[src/c64_loader_pkg.sv]
// Shared types, download index, BASIC pointer map, PS/2 scan codes and timing constants
package c64_loader_pkg;

	// ==================================================
	// Types
	// ==================================================
	typedef logic [7:0]  byte_t;
	typedef logic [15:0] c64_addr_t;
	typedef logic [15:0] dl_addr_t;
	typedef logic [7:0]  dl_index_t;
	typedef logic [10:0] ps2_key_t;
	// One bit wider than zero page so the walk can reach its end value
	typedef logic [8:0]  zp_addr_t;

	typedef enum logic {PTR_IDLE, PTR_WALK} ptr_state_t;
	typedef enum logic {TYPE_PASS, TYPE_PLAY} type_state_t;

	// ==================================================
	// Download and zero-page map
	// ==================================================
	localparam dl_index_t PRG_INDEX = 8'd4;
	localparam zp_addr_t  ZP_END    = 9'd256;

	// TXT start as left by a cold reset
	localparam byte_t TXT_START_LO = 8'h01;
	localparam byte_t TXT_START_HI = 8'h08;

	localparam byte_t PTR_TXT_LO  = 8'h2B;
	localparam byte_t PTR_TXT_HI  = 8'h2C;
	localparam byte_t PTR_SAVE_LO = 8'hAC;
	localparam byte_t PTR_SAVE_HI = 8'hAD;
	// Low bytes of the pointers set to the load end, high byte follows each
	localparam byte_t PTR_VAR     = 8'h2D;
	localparam byte_t PTR_ARY     = 8'h2F;
	localparam byte_t PTR_STR     = 8'h31;
	localparam byte_t PTR_LOADEND = 8'hAE;

	// ==================================================
	// Keyboard
	// ==================================================
	localparam byte_t KEY_R      = 8'h2D;
	localparam byte_t KEY_U      = 8'h3C;
	localparam byte_t KEY_N      = 8'h31;
	localparam byte_t KEY_RETURN = 8'h5A;

	localparam int KEY_PRESS_BIT  = 9;
	localparam int KEY_STROBE_BIT = 10;

	localparam int unsigned AUTOTYPE_STEP_DEFAULT = 1280000;

endpackage
[src/prg_loader_top.sv]
// PRG injection top level joining parser, pointer walk, memory slot and autotype
`timescale 1ns/1ns

module prg_loader_top
	import c64_loader_pkg::*;
#(
	parameter int unsigned step_cycles = AUTOTYPE_STEP_DEFAULT
)
(
	input  logic      clk_sys,
	input  logic      reset_n,
	input  logic      ioctl_download_i,
	input  dl_index_t ioctl_index_i,
	input  logic      ioctl_wr_i,
	input  dl_addr_t  ioctl_addr_i,
	input  byte_t     ioctl_data_i,
	output logic      ioctl_wait_o,
	input  logic      io_cycle_i,
	output logic      mem_we_o,
	output c64_addr_t mem_addr_o,
	output byte_t     mem_data_o,
	input  ps2_key_t  ps2_key_i,
	output ps2_key_t  key_o
);

	// ==================================================
	// Internal connections
	// ==================================================
	logic      req;
	c64_addr_t req_addr;
	byte_t     req_data;
	logic      done;
	c64_addr_t end_addr;
	logic      slot_req;
	c64_addr_t slot_addr;
	byte_t     slot_data;
	logic      slot_busy;
	logic      type_start;

	prg_stream_parser u_parser (
		.clk_sys          (clk_sys),
		.reset_n          (reset_n),
		.ioctl_download_i (ioctl_download_i),
		.ioctl_wr_i       (ioctl_wr_i),
		.ioctl_index_i    (ioctl_index_i),
		.ioctl_addr_i     (ioctl_addr_i),
		.ioctl_data_i     (ioctl_data_i),
		.req_o            (req),
		.req_addr_o       (req_addr),
		.req_data_o       (req_data),
		.done_o           (done),
		.end_addr_o       (end_addr)
	);

	basic_ptr_init u_ptr_init (
		.clk_sys      (clk_sys),
		.reset_n      (reset_n),
		.req_i        (req),
		.done_i       (done),
		.req_addr_i   (req_addr),
		.end_addr_i   (end_addr),
		.req_data_i   (req_data),
		.busy_i       (slot_busy),
		.slot_req_o   (slot_req),
		.slot_addr_o  (slot_addr),
		.slot_data_o  (slot_data),
		.ioctl_wait_o (ioctl_wait_o),
		.start_o      (type_start)
	);

	mem_write_slot u_slot (
		.clk_sys    (clk_sys),
		.reset_n    (reset_n),
		.req_i      (slot_req),
		.addr_i     (slot_addr),
		.data_i     (slot_data),
		.io_cycle_i (io_cycle_i),
		.busy_o     (slot_busy),
		.mem_we_o   (mem_we_o),
		.mem_addr_o (mem_addr_o),
		.mem_data_o (mem_data_o)
	);

	key_autotype #(
		.step_cycles (step_cycles)
	) u_autotype (
		.clk_sys   (clk_sys),
		.reset_n   (reset_n),
		.start_i   (type_start),
		.ps2_key_i (ps2_key_i),
		.key_o     (key_o)
	);

endmodule

[src/key_autotype.sv]
// Keyboard pass-through with RUN RETURN playback after pointer injection
`timescale 1ns/1ns

module key_autotype
	import c64_loader_pkg::*;
#(
	parameter int unsigned step_cycles = AUTOTYPE_STEP_DEFAULT
)
(
	input  logic     clk_sys,
	input  logic     reset_n,
	input  logic     start_i,
	input  ps2_key_t ps2_key_i,
	output ps2_key_t key_o
);

	type_state_t state;
	logic [31:0] step_cnt;
	logic [2:0]  step_idx;
	byte_t       step_code;

	// Two steps per key, press then release
	always_comb begin
		case (step_idx[2:1])
			2'd0:    step_code = KEY_R;
			2'd1:    step_code = KEY_U;
			2'd2:    step_code = KEY_N;
			default: step_code = KEY_RETURN;
		endcase
	end

	always_ff @(posedge clk_sys) begin
		if (!reset_n) begin
			state    <= TYPE_PASS;
			step_cnt <= '0;
			step_idx <= '0;
			key_o    <= '0;
		end else if (state == TYPE_PASS) begin
			key_o    <= ps2_key_i;
			step_cnt <= '0;
			step_idx <= '0;
			if (start_i) begin
				state <= TYPE_PLAY;
			end
		end else begin
			step_cnt <= step_cnt + 32'd1;
			if (step_cnt == step_cycles - 1) begin
				step_cnt                <= '0;
				step_idx                <= step_idx + 3'd1;
				key_o[7:0]              <= step_code;
				key_o[KEY_PRESS_BIT]    <= ~step_idx[0];
				key_o[KEY_STROBE_BIT]   <= ~key_o[KEY_STROBE_BIT];
				// Eight toggles leave the strobe where pass-through had it
				if (step_idx == 3'd7) begin
					state <= TYPE_PASS;
				end
			end
		end
	end

	// Walk ends at most once per download, never during playback
	start_in_pass: assert property (@(posedge clk_sys) disable iff (!reset_n)
		start_i |-> (state == TYPE_PASS))
		else $error("autotype restarted during playback");

endmodule

[src/mem_write_slot.sv]
// Single-entry write buffer that places each write into the CPU-free memory slot
`timescale 1ns/1ns

module mem_write_slot
	import c64_loader_pkg::*;
(
	input  logic      clk_sys,
	input  logic      reset_n,
	input  logic      req_i,
	input  c64_addr_t addr_i,
	input  byte_t     data_i,
	input  logic      io_cycle_i,
	output logic      busy_o,
	output logic      mem_we_o,
	output c64_addr_t mem_addr_o,
	output byte_t     mem_data_o
);

	logic      pending;
	logic      io_cycle_d;
	c64_addr_t pend_addr;
	byte_t     pend_data;

	assign busy_o = pending;

	always_ff @(posedge clk_sys) begin
		if (!reset_n) begin
			pending    <= 1'b0;
			io_cycle_d <= 1'b0;
			pend_addr  <= '0;
			pend_data  <= '0;
			mem_we_o   <= 1'b0;
			mem_addr_o <= '0;
			mem_data_o <= '0;
		end else begin
			io_cycle_d <= io_cycle_i;

			if (req_i) begin
				pending   <= 1'b1;
				pend_addr <= addr_i;
				pend_data <= data_i;
			end

			// Slot opens on the falling edge of io_cycle
			if (~io_cycle_i & io_cycle_d & pending) begin
				pending    <= 1'b0;
				mem_we_o   <= 1'b1;
				mem_addr_o <= pend_addr;
				mem_data_o <= pend_data;
			end

			// Second high sample closes the slot
			if (io_cycle_i & io_cycle_d) begin
				mem_we_o <= 1'b0;
			end
		end
	end

	// Upstream must hold off while a write is still pending
	no_overrun: assert property (@(posedge clk_sys) disable iff (!reset_n)
		req_i |-> !busy_o)
		else $error("write request arrived while slot was busy");

endmodule

[src/basic_ptr_init.sv]
// BASIC zero-page pointer walk, shared write request port and download hold
`timescale 1ns/1ns

module basic_ptr_init
	import c64_loader_pkg::*;
(
	input  logic      clk_sys,
	input  logic      reset_n,
	input  logic      req_i,
	input  logic      done_i,
	input  c64_addr_t req_addr_i,
	input  c64_addr_t end_addr_i,
	input  byte_t     req_data_i,
	input  logic      busy_i,
	output logic      slot_req_o,
	output c64_addr_t slot_addr_o,
	output byte_t     slot_data_o,
	output logic      ioctl_wait_o,
	output logic      start_o
);

	ptr_state_t state;
	zp_addr_t   zp;
	c64_addr_t  end_q;
	logic       walk_req;
	logic       ptr_hit;
	byte_t      ptr_byte;

	// Values a LOAD command leaves in the pointers
	always_comb begin
		ptr_hit  = 1'b1;
		ptr_byte = 8'h00;
		case (zp[7:0])
			PTR_TXT_LO: ptr_byte = TXT_START_LO;
			PTR_TXT_HI: ptr_byte = TXT_START_HI;
			PTR_SAVE_LO, PTR_SAVE_HI: ptr_byte = 8'h00;
			PTR_VAR, PTR_ARY, PTR_STR, PTR_LOADEND: ptr_byte = end_q[7:0];
			PTR_VAR + 8'd1, PTR_ARY + 8'd1, PTR_STR + 8'd1, PTR_LOADEND + 8'd1:
				ptr_byte = end_q[15:8];
			default: ptr_hit = 1'b0;
		endcase
	end

	// Idle forwards payload requests, walk drives zero-page writes
	assign slot_req_o   = (state == PTR_WALK) ? walk_req : req_i;
	assign slot_addr_o  = (state == PTR_WALK) ? {8'h00, zp[7:0]} : req_addr_i;
	assign slot_data_o  = (state == PTR_WALK) ? ptr_byte : req_data_i;
	assign ioctl_wait_o = (state == PTR_WALK) | busy_i;

	always_ff @(posedge clk_sys) begin
		if (!reset_n) begin
			state    <= PTR_IDLE;
			zp       <= '0;
			end_q    <= '0;
			walk_req <= 1'b0;
			start_o  <= 1'b0;
		end else begin
			start_o <= 1'b0;
			case (state)
				PTR_IDLE: begin
					if (done_i) begin
						state <= PTR_WALK;
						zp    <= '0;
						end_q <= end_addr_i;
					end
				end
				PTR_WALK: begin
					// Request goes out this cycle, then wait for the slot to drain
					if (walk_req) begin
						walk_req <= 1'b0;
						zp       <= zp + zp_addr_t'(1);
					end else if (!busy_i) begin
						if (zp == ZP_END) begin
							state   <= PTR_IDLE;
							start_o <= 1'b1;
						end else if (ptr_hit) begin
							walk_req <= 1'b1;
						end else begin
							zp <= zp + zp_addr_t'(1);
						end
					end
				end
				default: state <= PTR_IDLE;
			endcase
		end
	end

	walk_bound: assert property (@(posedge clk_sys) disable iff (!reset_n)
		(state == PTR_WALK) |-> (zp <= ZP_END))
		else $error("zero-page walker passed its end");

endmodule

[src/prg_stream_parser.sv]
// PRG stream parser with load address capture, payload write requests and end-of-download pulse
`timescale 1ns/1ns

module prg_stream_parser
	import c64_loader_pkg::*;
(
	input  logic      clk_sys,
	input  logic      reset_n,
	input  logic      ioctl_download_i,
	input  logic      ioctl_wr_i,
	input  dl_index_t ioctl_index_i,
	input  dl_addr_t  ioctl_addr_i,
	input  byte_t     ioctl_data_i,
	output logic      req_o,
	output c64_addr_t req_addr_o,
	output byte_t     req_data_o,
	output logic      done_o,
	output c64_addr_t end_addr_o
);

	logic      load_prg;
	logic      old_download;
	c64_addr_t load_addr;

	assign load_prg = (ioctl_index_i == PRG_INDEX);

	// After the last payload byte the running address is load + count
	assign end_addr_o = load_addr;

	always_ff @(posedge clk_sys) begin
		if (!reset_n) begin
			old_download <= 1'b0;
			load_addr    <= '0;
			req_o        <= 1'b0;
			req_addr_o   <= '0;
			req_data_o   <= '0;
			done_o       <= 1'b0;
		end else begin
			old_download <= ioctl_download_i;
			req_o        <= 1'b0;
			done_o       <= old_download & ~ioctl_download_i & load_prg;

			if (ioctl_wr_i && load_prg) begin
				// Two-byte header, low byte first
				if (ioctl_addr_i == dl_addr_t'(0)) begin
					load_addr[7:0] <= ioctl_data_i;
				end else if (ioctl_addr_i == dl_addr_t'(1)) begin
					load_addr[15:8] <= ioctl_data_i;
				end else begin
					req_o      <= 1'b1;
					req_addr_o <= load_addr;
					req_data_o <= ioctl_data_i;
					load_addr  <= load_addr + c64_addr_t'(1);
				end
			end
		end
	end

endmodule

[config.mk]
export PLATFORM = sky130hd
export DESIGN_NAME = prg_loader_top
export DESIGN_NICKNAME = d
export VERILOG_FILES = /design/src/c64_loader_pkg.sv /design/src/prg_loader_top.sv /design/src/key_autotype.sv /design/src/mem_write_slot.sv /design/src/basic_ptr_init.sv /design/src/prg_stream_parser.sv
export SDC_FILE = /design/constraint.sdc
export NUM_CORES = 1
export LEC_CHECK = 0
export ABC_AREA = 1
export BUFFER_PORTS_ARGS = -buffer_cell sky130_fd_sc_hd__buf_2
export CAP_MARGIN = 40
export CORE_AREA = 5 5 146 148
export DETAILED_ROUTE_END_ITERATION = 8
export DIE_AREA = 0 0 151 153
export HOLD_SLACK_MARGIN = 0.15
export SETUP_SLACK_MARGIN = 0.1
export SYNTH_ARGS = -nofsm -noshare
export SYNTH_HDL_FRONTEND = slang
export SYNTH_SLANG_ARGS = --single-unit
[constraint.sdc]
create_clock -name clk_sys -period 1.8 [get_ports clk_sys]
set_input_delay 0.18 -clock clk_sys [delete_from_list [all_inputs] [get_ports clk_sys]]
set_output_delay 0.18 -clock clk_sys [all_outputs]
set_load 0.02 [all_outputs]
### After elaboration in Yosys (flattened, before gate mapping)

Cells that the tools add are included.

* $add $sub $neg: 4
* equal/unequal tests: 25
* multiplexer cells: 34
* bitwise gates (word level): 16
* reductions and logical operators: 17

Operators by type and width (count)
* 8-bit by 6-bit == test with 1-bit output, second input constant: 8
* 8-bit 2-to-1 mux: 6
* 9-bit 2-to-1 mux: 5
* 32-bit by 1-bit adder with 32-bit output, second input constant: 1
* 32-bit by 21-bit == test with 1-bit output, second input constant: 1
* 8-bit == test, second input constant: 4
* 8-bit case mux with 4 select lines: 1
* 7-bit case mux with 3 select lines: 1
* 9-bit case mux with 2 select lines: 1
* 16-bit by 1-bit adder with 16-bit output, second input constant: 1
* 16-bit by 1-bit == test with 1-bit output, second input constant: 1
* 16-bit logical NOT: 1
* 1-bit 2-to-1 mux: 16
* 16-bit 2-to-1 mux: 1
* 12-bit OR reduction: 1
* 4-bit OR reduction: 3
* 1-bit inverter: 10
* 9-bit by 1-bit adder with 9-bit output, second input constant: 1
* 9-bit == test, second input constant: 1
* 3-bit inequality test, second input constant: 3
* 8-bit by 3-bit == test with 1-bit output, second input constant: 1
* 2-bit AND reduction: 4
* 3-bit OR reduction: 2
* 1-bit bitwise AND: 5
* 14 further kinds: 17

* bits in registers: 169
* input bits: 48
* output and inout port bits: 37
* word-level logic and storage cells: 120

### Logic depth before layout (Yosys ltp)

* depth after elaboration: 8
* depth in mapped cells: 13
* gate-level depth less buffers: 12

### Modules after synthesis

Synthesis repeated with hierarchy kept, for this count alone.

* cell total of the unflattened synthesis: 1281
* area, all modules: 8538.2 um^2

Modules (own cells, without submodules)
* key_autotype: instances 1, cells an instance 398, area each 2585.0 um^2
* prg_stream_parser: instances 1, cells an instance 327, area each 2257.2 um^2
* mem_write_slot: instances 1, cells an instance 268, area each 1919.3 um^2
* basic_ptr_init: instances 1, cells an instance 288, area each 1776.7 um^2

### Worst setup path before layout

OpenSTA, ideal clock, no wires.

* kind: flip-flop to flip-flop
* from: register u_ptr_init.zp[0]
* to: register u_ptr_init.zp[2]
* arrival: 1555 ps
* data required time: 1687 ps
* setup slack: 132 ps
* cell stages (with the launch flop): 14
* period minus slack after synthesis: 1668 ps
* cells stage by stage: dfxtp_1 inv_1 ha_1 nor2_1 nor2_1 nand2_2 nand3_4 nor2_4 nand3_4 nand2_4 buf_6 nand2_1 nand2_1 nor2_1

* word-level cells in the longest chain between the ends: 6

RTL lines
* start, declared: RTL line basic_ptr_init.sv:23 `zp_addr_t zp;`
* start signal, assigned: RTL line basic_ptr_init.sv:71 `zp <= zp + zp_addr_t'(1);`
* start signal, assigned: RTL line basic_ptr_init.sv:79 `zp <= zp + zp_addr_t'(1);`
* 9-bit by 1-bit adder with 9-bit output: RTL line basic_ptr_init.sv:71, basic_ptr_init.sv:79
* 9-bit 2-to-1 mux: RTL line basic_ptr_init.sv:76 `end else if (ptr_hit) begin`
* 9-bit 2-to-1 mux: RTL line basic_ptr_init.sv:73 `if (zp == ZP_END) begin`
* 9-bit 2-to-1 mux: RTL line basic_ptr_init.sv:72 `end else if (!busy_i) begin`
* 9-bit 2-to-1 mux: RTL line basic_ptr_init.sv:69 `if (walk_req) begin`
* 9-bit case mux with 2 select lines: RTL line basic_ptr_init.sv:59 `case (state)`

Parallel ways exist; a longest one is shown, timed or not. The select of a mux whose other input is x is not followed.
A chain may end at the register's enable or synchronous reset.

### Worst setup path in the final report

* from: input port reset_n
* to: register u_parser.done_o

RTL lines
* start, declared: RTL line prg_loader_top.sv:11 `input logic reset_n,`
* end signal, assigned: RTL line prg_stream_parser.sv:41 `done_o <= old_download & ~ioctl_download_i & load_prg;`
* end, declared: RTL line prg_stream_parser.sv:17 `output logic done_o,`

No word-level cell between the ends.

==> flow_summary.json <==
{
  "status": "completed",
  "vias_per_cell": 5.091,
  "grt_pass1_wl_mm": 37.25,
  "syn_nets": 1206,
  "utilization": 0.5138,
  "rsz0062_at_grt": "true",
  "syn_inst": 1150,
  "grt_usage": 0.1966,
  "place_area_sq_um": 8905,
  "switching_share": 0.2646,
  "wl_met2_mm": 11.51,
  "synth_area_sq_um": 7973,
  "antenna_found_initial": 0,
  "drv_slew": 0,
  "wl_met3_microns": 879,
  "worst_path_max_delay_cell": "dlygate4sd3_1",
  "nNetsFinal": 1346,
  "p_switching_mw": 2.104,
  "place_hpwl_mm": 15.97,
  "path_clk_slew_ps": 80,
  "cts_tree": "built",
  "ant_nets": 0,
  "crit_buf_inv": 5,
  "die_w_microns": 151,
  "skew_ps": 11.38,
  "powerDensity_nw_per_um2": 777.4,
  "drive_above_1_share": 0.2264,
  "yosysSeqAreaShare": 0.4244,
  "start_kind": "primary input",
  "wl_mm": 22.58,
  "critPathMaxFanout": 37,
  "cp_common_cell": "dlygate4sd3_1",
  "grt-ovfl-total": 0,
  "p_clk_frac": 0.460,
  "ys_ff_latch": 169,
  "maxCapViolCount": 0,
  "die-area_sq_um": 23100,
  "avgRoutedWirePerCell_microns": 14.36,
  "hold_viol_final": 0,
  "hp-class": "primary input to register",
  "holdWs_ps": 249.4,
  "cp_slowest_stage_delay_ps": 560,
  "initial_utilization": 0.4005,
  "io_buffers": 84,
  "path_class": "primary input to register",
  "drtIter0Drc": 464,
  "rrSetupSlack_ps": 140,
  "irDropWorstVdd_mv": 0.6183,
  "area_delta_synth_final_pct": 28.30,
  "critPathTopFamily": "buffers and inverters",
  "wl_met1_mm": 9.658,
  "cts.sink_count": 169,
  "p_leak_nw": 4.141,
  "cts_buffers": 17,
  "io_pins": 85,
  "cts_buffer_depth": 2,
  "dr.pass1.iters": 5,
  "worstMarginPinSlew_ps": 675.7,
  "num_rows": 52,
  "endpoint_kind": "register",
  "max_slew_margin": 0.5490,
  "n_antenna_cell": 0,
  "required_ps": 2180,
  "core_sq_um": 19910,
  "top_layer": "met4",
  "period_needed_ps": 1679,
  "comb_power_share": 0.061,
  "num_vias": 8008,
  "gp_congestion": 0.8515,
  "layout_common_cells": "243 x nand2_1, 145 x dfxtp_1, 127 x nor2_1",
  "fmax_mhz": 595.8,
  "cts_root_buffer": "clkbuf_16",
  "yosys_warnings": 0,
  "power_frac_seq": 0.479,
  "min_period_over_period": 0.9325,
  "grt_pass1_vias": 7693,
  "worstSkewPairLatency_ps": 440,
  "die_h_microns": 153,
  "htreeDepth": 4,
  "grt_max_degree": 72,
  "synthDistinctLibCells": 40,
  "final_area_sq_um": 10230,
  "final-setup-viol-count": 0,
  "internal-power_mw": 5.848,
  "final_common_cell": "nand2_1",
  "critPathArrivalTime_ps": 2060,
  "crit_chain": "dlygate4sd3_1, buf_2, clkinvlp_4, buf_12, nor4_2, dlygate4sd3_1",
  "route.detailed.drc": 0,
  "postSynthAreaPerCell_sq_um": 6.933
}
-- worst register-to-register path, stage by stage, from the launching register on --
cell       delay, ps
dfxtp_4          380
nand2_4           60
nor3_4           290
nand2_2          120
nor2_4           160
nand2_4          120
nand2_8          110
buf_12           120
clkbuf_16        150
a21oi_1           40
-- power by group through the flow --
| stage | combinational [mW] | clock (mW) | sequential [mW] |
|---|---|---|---|
| after global placement | 0.401 | 0 | 3.90 |
| after detailed placement | 0.400 | 0 | 3.90 |
| after global routing | 0.536 | 3.90 | 3.81 |
| after CTS | 0.459 | 3.74 | 3.81 |
| final | 0.489 | 3.66 | 3.81 |
| after floorplan | 0.185 | 0 | 3.94 |
-- Yosys cell counts --
master / count / area, sq um
a211oi_1: 1 / 7.510
a21oi_1: 111 / 555.5
a21oi_2: 1 / 8.760
a31oi_1: 7 / 43.79
and3_1: 1 / 6.260
buf_1: 2 / 7.510
buf_2: 11 / 55.05
buf_4: 4 / 30.03
buf_6: 1 / 11.26
clkbuf_1: 32 / 120.1
clkinv_1: 1 / 3.750
dfxtp_1: 169 / 3383
ha_1: 8 / 100.1
inv_1: 96 / 360.4
inv_2: 2 / 7.510
nand2_1: 255 / 957.2
nand2_2: 6 / 37.54
nand2_4: 2 / 22.52
nand2b_1: 1 / 6.260
nand3_1: 96 / 480.5
nand3_4: 3 / 52.55
nand3b_1: 5 / 37.54
nand4_1: 23 / 143.9
nor2_1: 145 / 544.3
nor2_2: 3 / 18.77
nor2_4: 6 / 67.56
nor3_1: 26 / 130.1
nor3_2: 1 / 10.01
nor3_4: 1 / 16.27
nor3b_1: 3 / 22.52
nor4_1: 8 / 50.05
o211ai_1: 13 / 97.59
o21ai_0: 86 / 430.4
o21ai_1: 2 / 10.01
o21bai_1: 1 / 7.510
o22ai_1: 1 / 6.260
o31a_1: 1 / 8.760
or2_2: 7 / 43.79
xnor2_1: 2 / 17.52
xor2_1: 6 / 52.55
-- final timing paths --
check / start / to / cells past startpoint
worst max-delay path: reset_n / u_parser.done_o / 6
worst min-delay path: ioctl_addr_i[5] / u_parser.end_addr_o[9] / 8
worst max register to register: u_autotype.step_cnt[7] / u_autotype.step_cnt[3] / 9
worst min register to register: u_slot.io_cycle_d / u_slot.mem_we_o / 1
-- state kept, by name (all words and copies together), names as in the netlist, 3 cells and up --
signal               flops
u_autotype.step_cnt     32
u_parser.end_addr_o     16
u_parser.req_addr_o     16
u_ptr_init.end_q        16
u_slot.mem_addr_o       16
u_slot.pend_addr        16
u_autotype.key_o        11
u_ptr_init.zp            9
u_parser.req_data_o      8
u_slot.mem_data_o        8
u_slot.pend_data         8
u_autotype.step_idx      3
-- final cells by class --
cell class              instances  area (sq um)
well taps                     270         337.8
inverters                      99         391.6
flip-flops and latches        169          3428
repair buffers                170          1220
clock buffers                  17         425.4
clock inverters                15         168.9
fillers                      1987          9681
multi-input cells             833          4257
-- what timing repair did --
action,in CTS,in global routing
cloned,2,1
hold endpoints to repair,40,0
hold buffers,25,0
buffers inserted,5,6
pin swaps,5,21
gates resized for setup,17,94
setup endpoints to repair,50,65
-- through the flow --
step | power, mW | setup slack (ps) | TNS [ps] | cells
after global routing | 8.246 | 47.46 | 0 | 1573
after CTS | 8.007 | 101.3 | 0 | 1566
after floorplan | 4.126 | 132.1 | 0 | 1150
final | 7.952 | 121.5 | 0 | 1573
after global placement | 4.300 | 47.42 | 0 | 1502
after detailed placement | 4.299 | -40.15 | -112.4 | 1502
-- cell families (layout without fill, tap and decap cells) --
kind of cell             count (synthesis)  after routing  synth area share
AO/OA/AOI/OAI                          224            224            0.1475
flip-flops                             169            169            0.4244
adder cells (fa/ha/maj)                  8              8           0.01256
XOR/XNOR                                 8              8          0.008789
AND/OR/NAND/NOR                        592            593            0.3321
buffers and inverters                  149            301           0.07470
-- routing by layer --
metal | up-vias | GRT usage
met1 | 3671 | 0.2490
li1 | 4100 | -
met4 | 0 | 0.06002
met3 | 42 | 0.02991
met2 | 195 | 0.3424
met5 | - | 0
(Power assumes the default switching activity.)
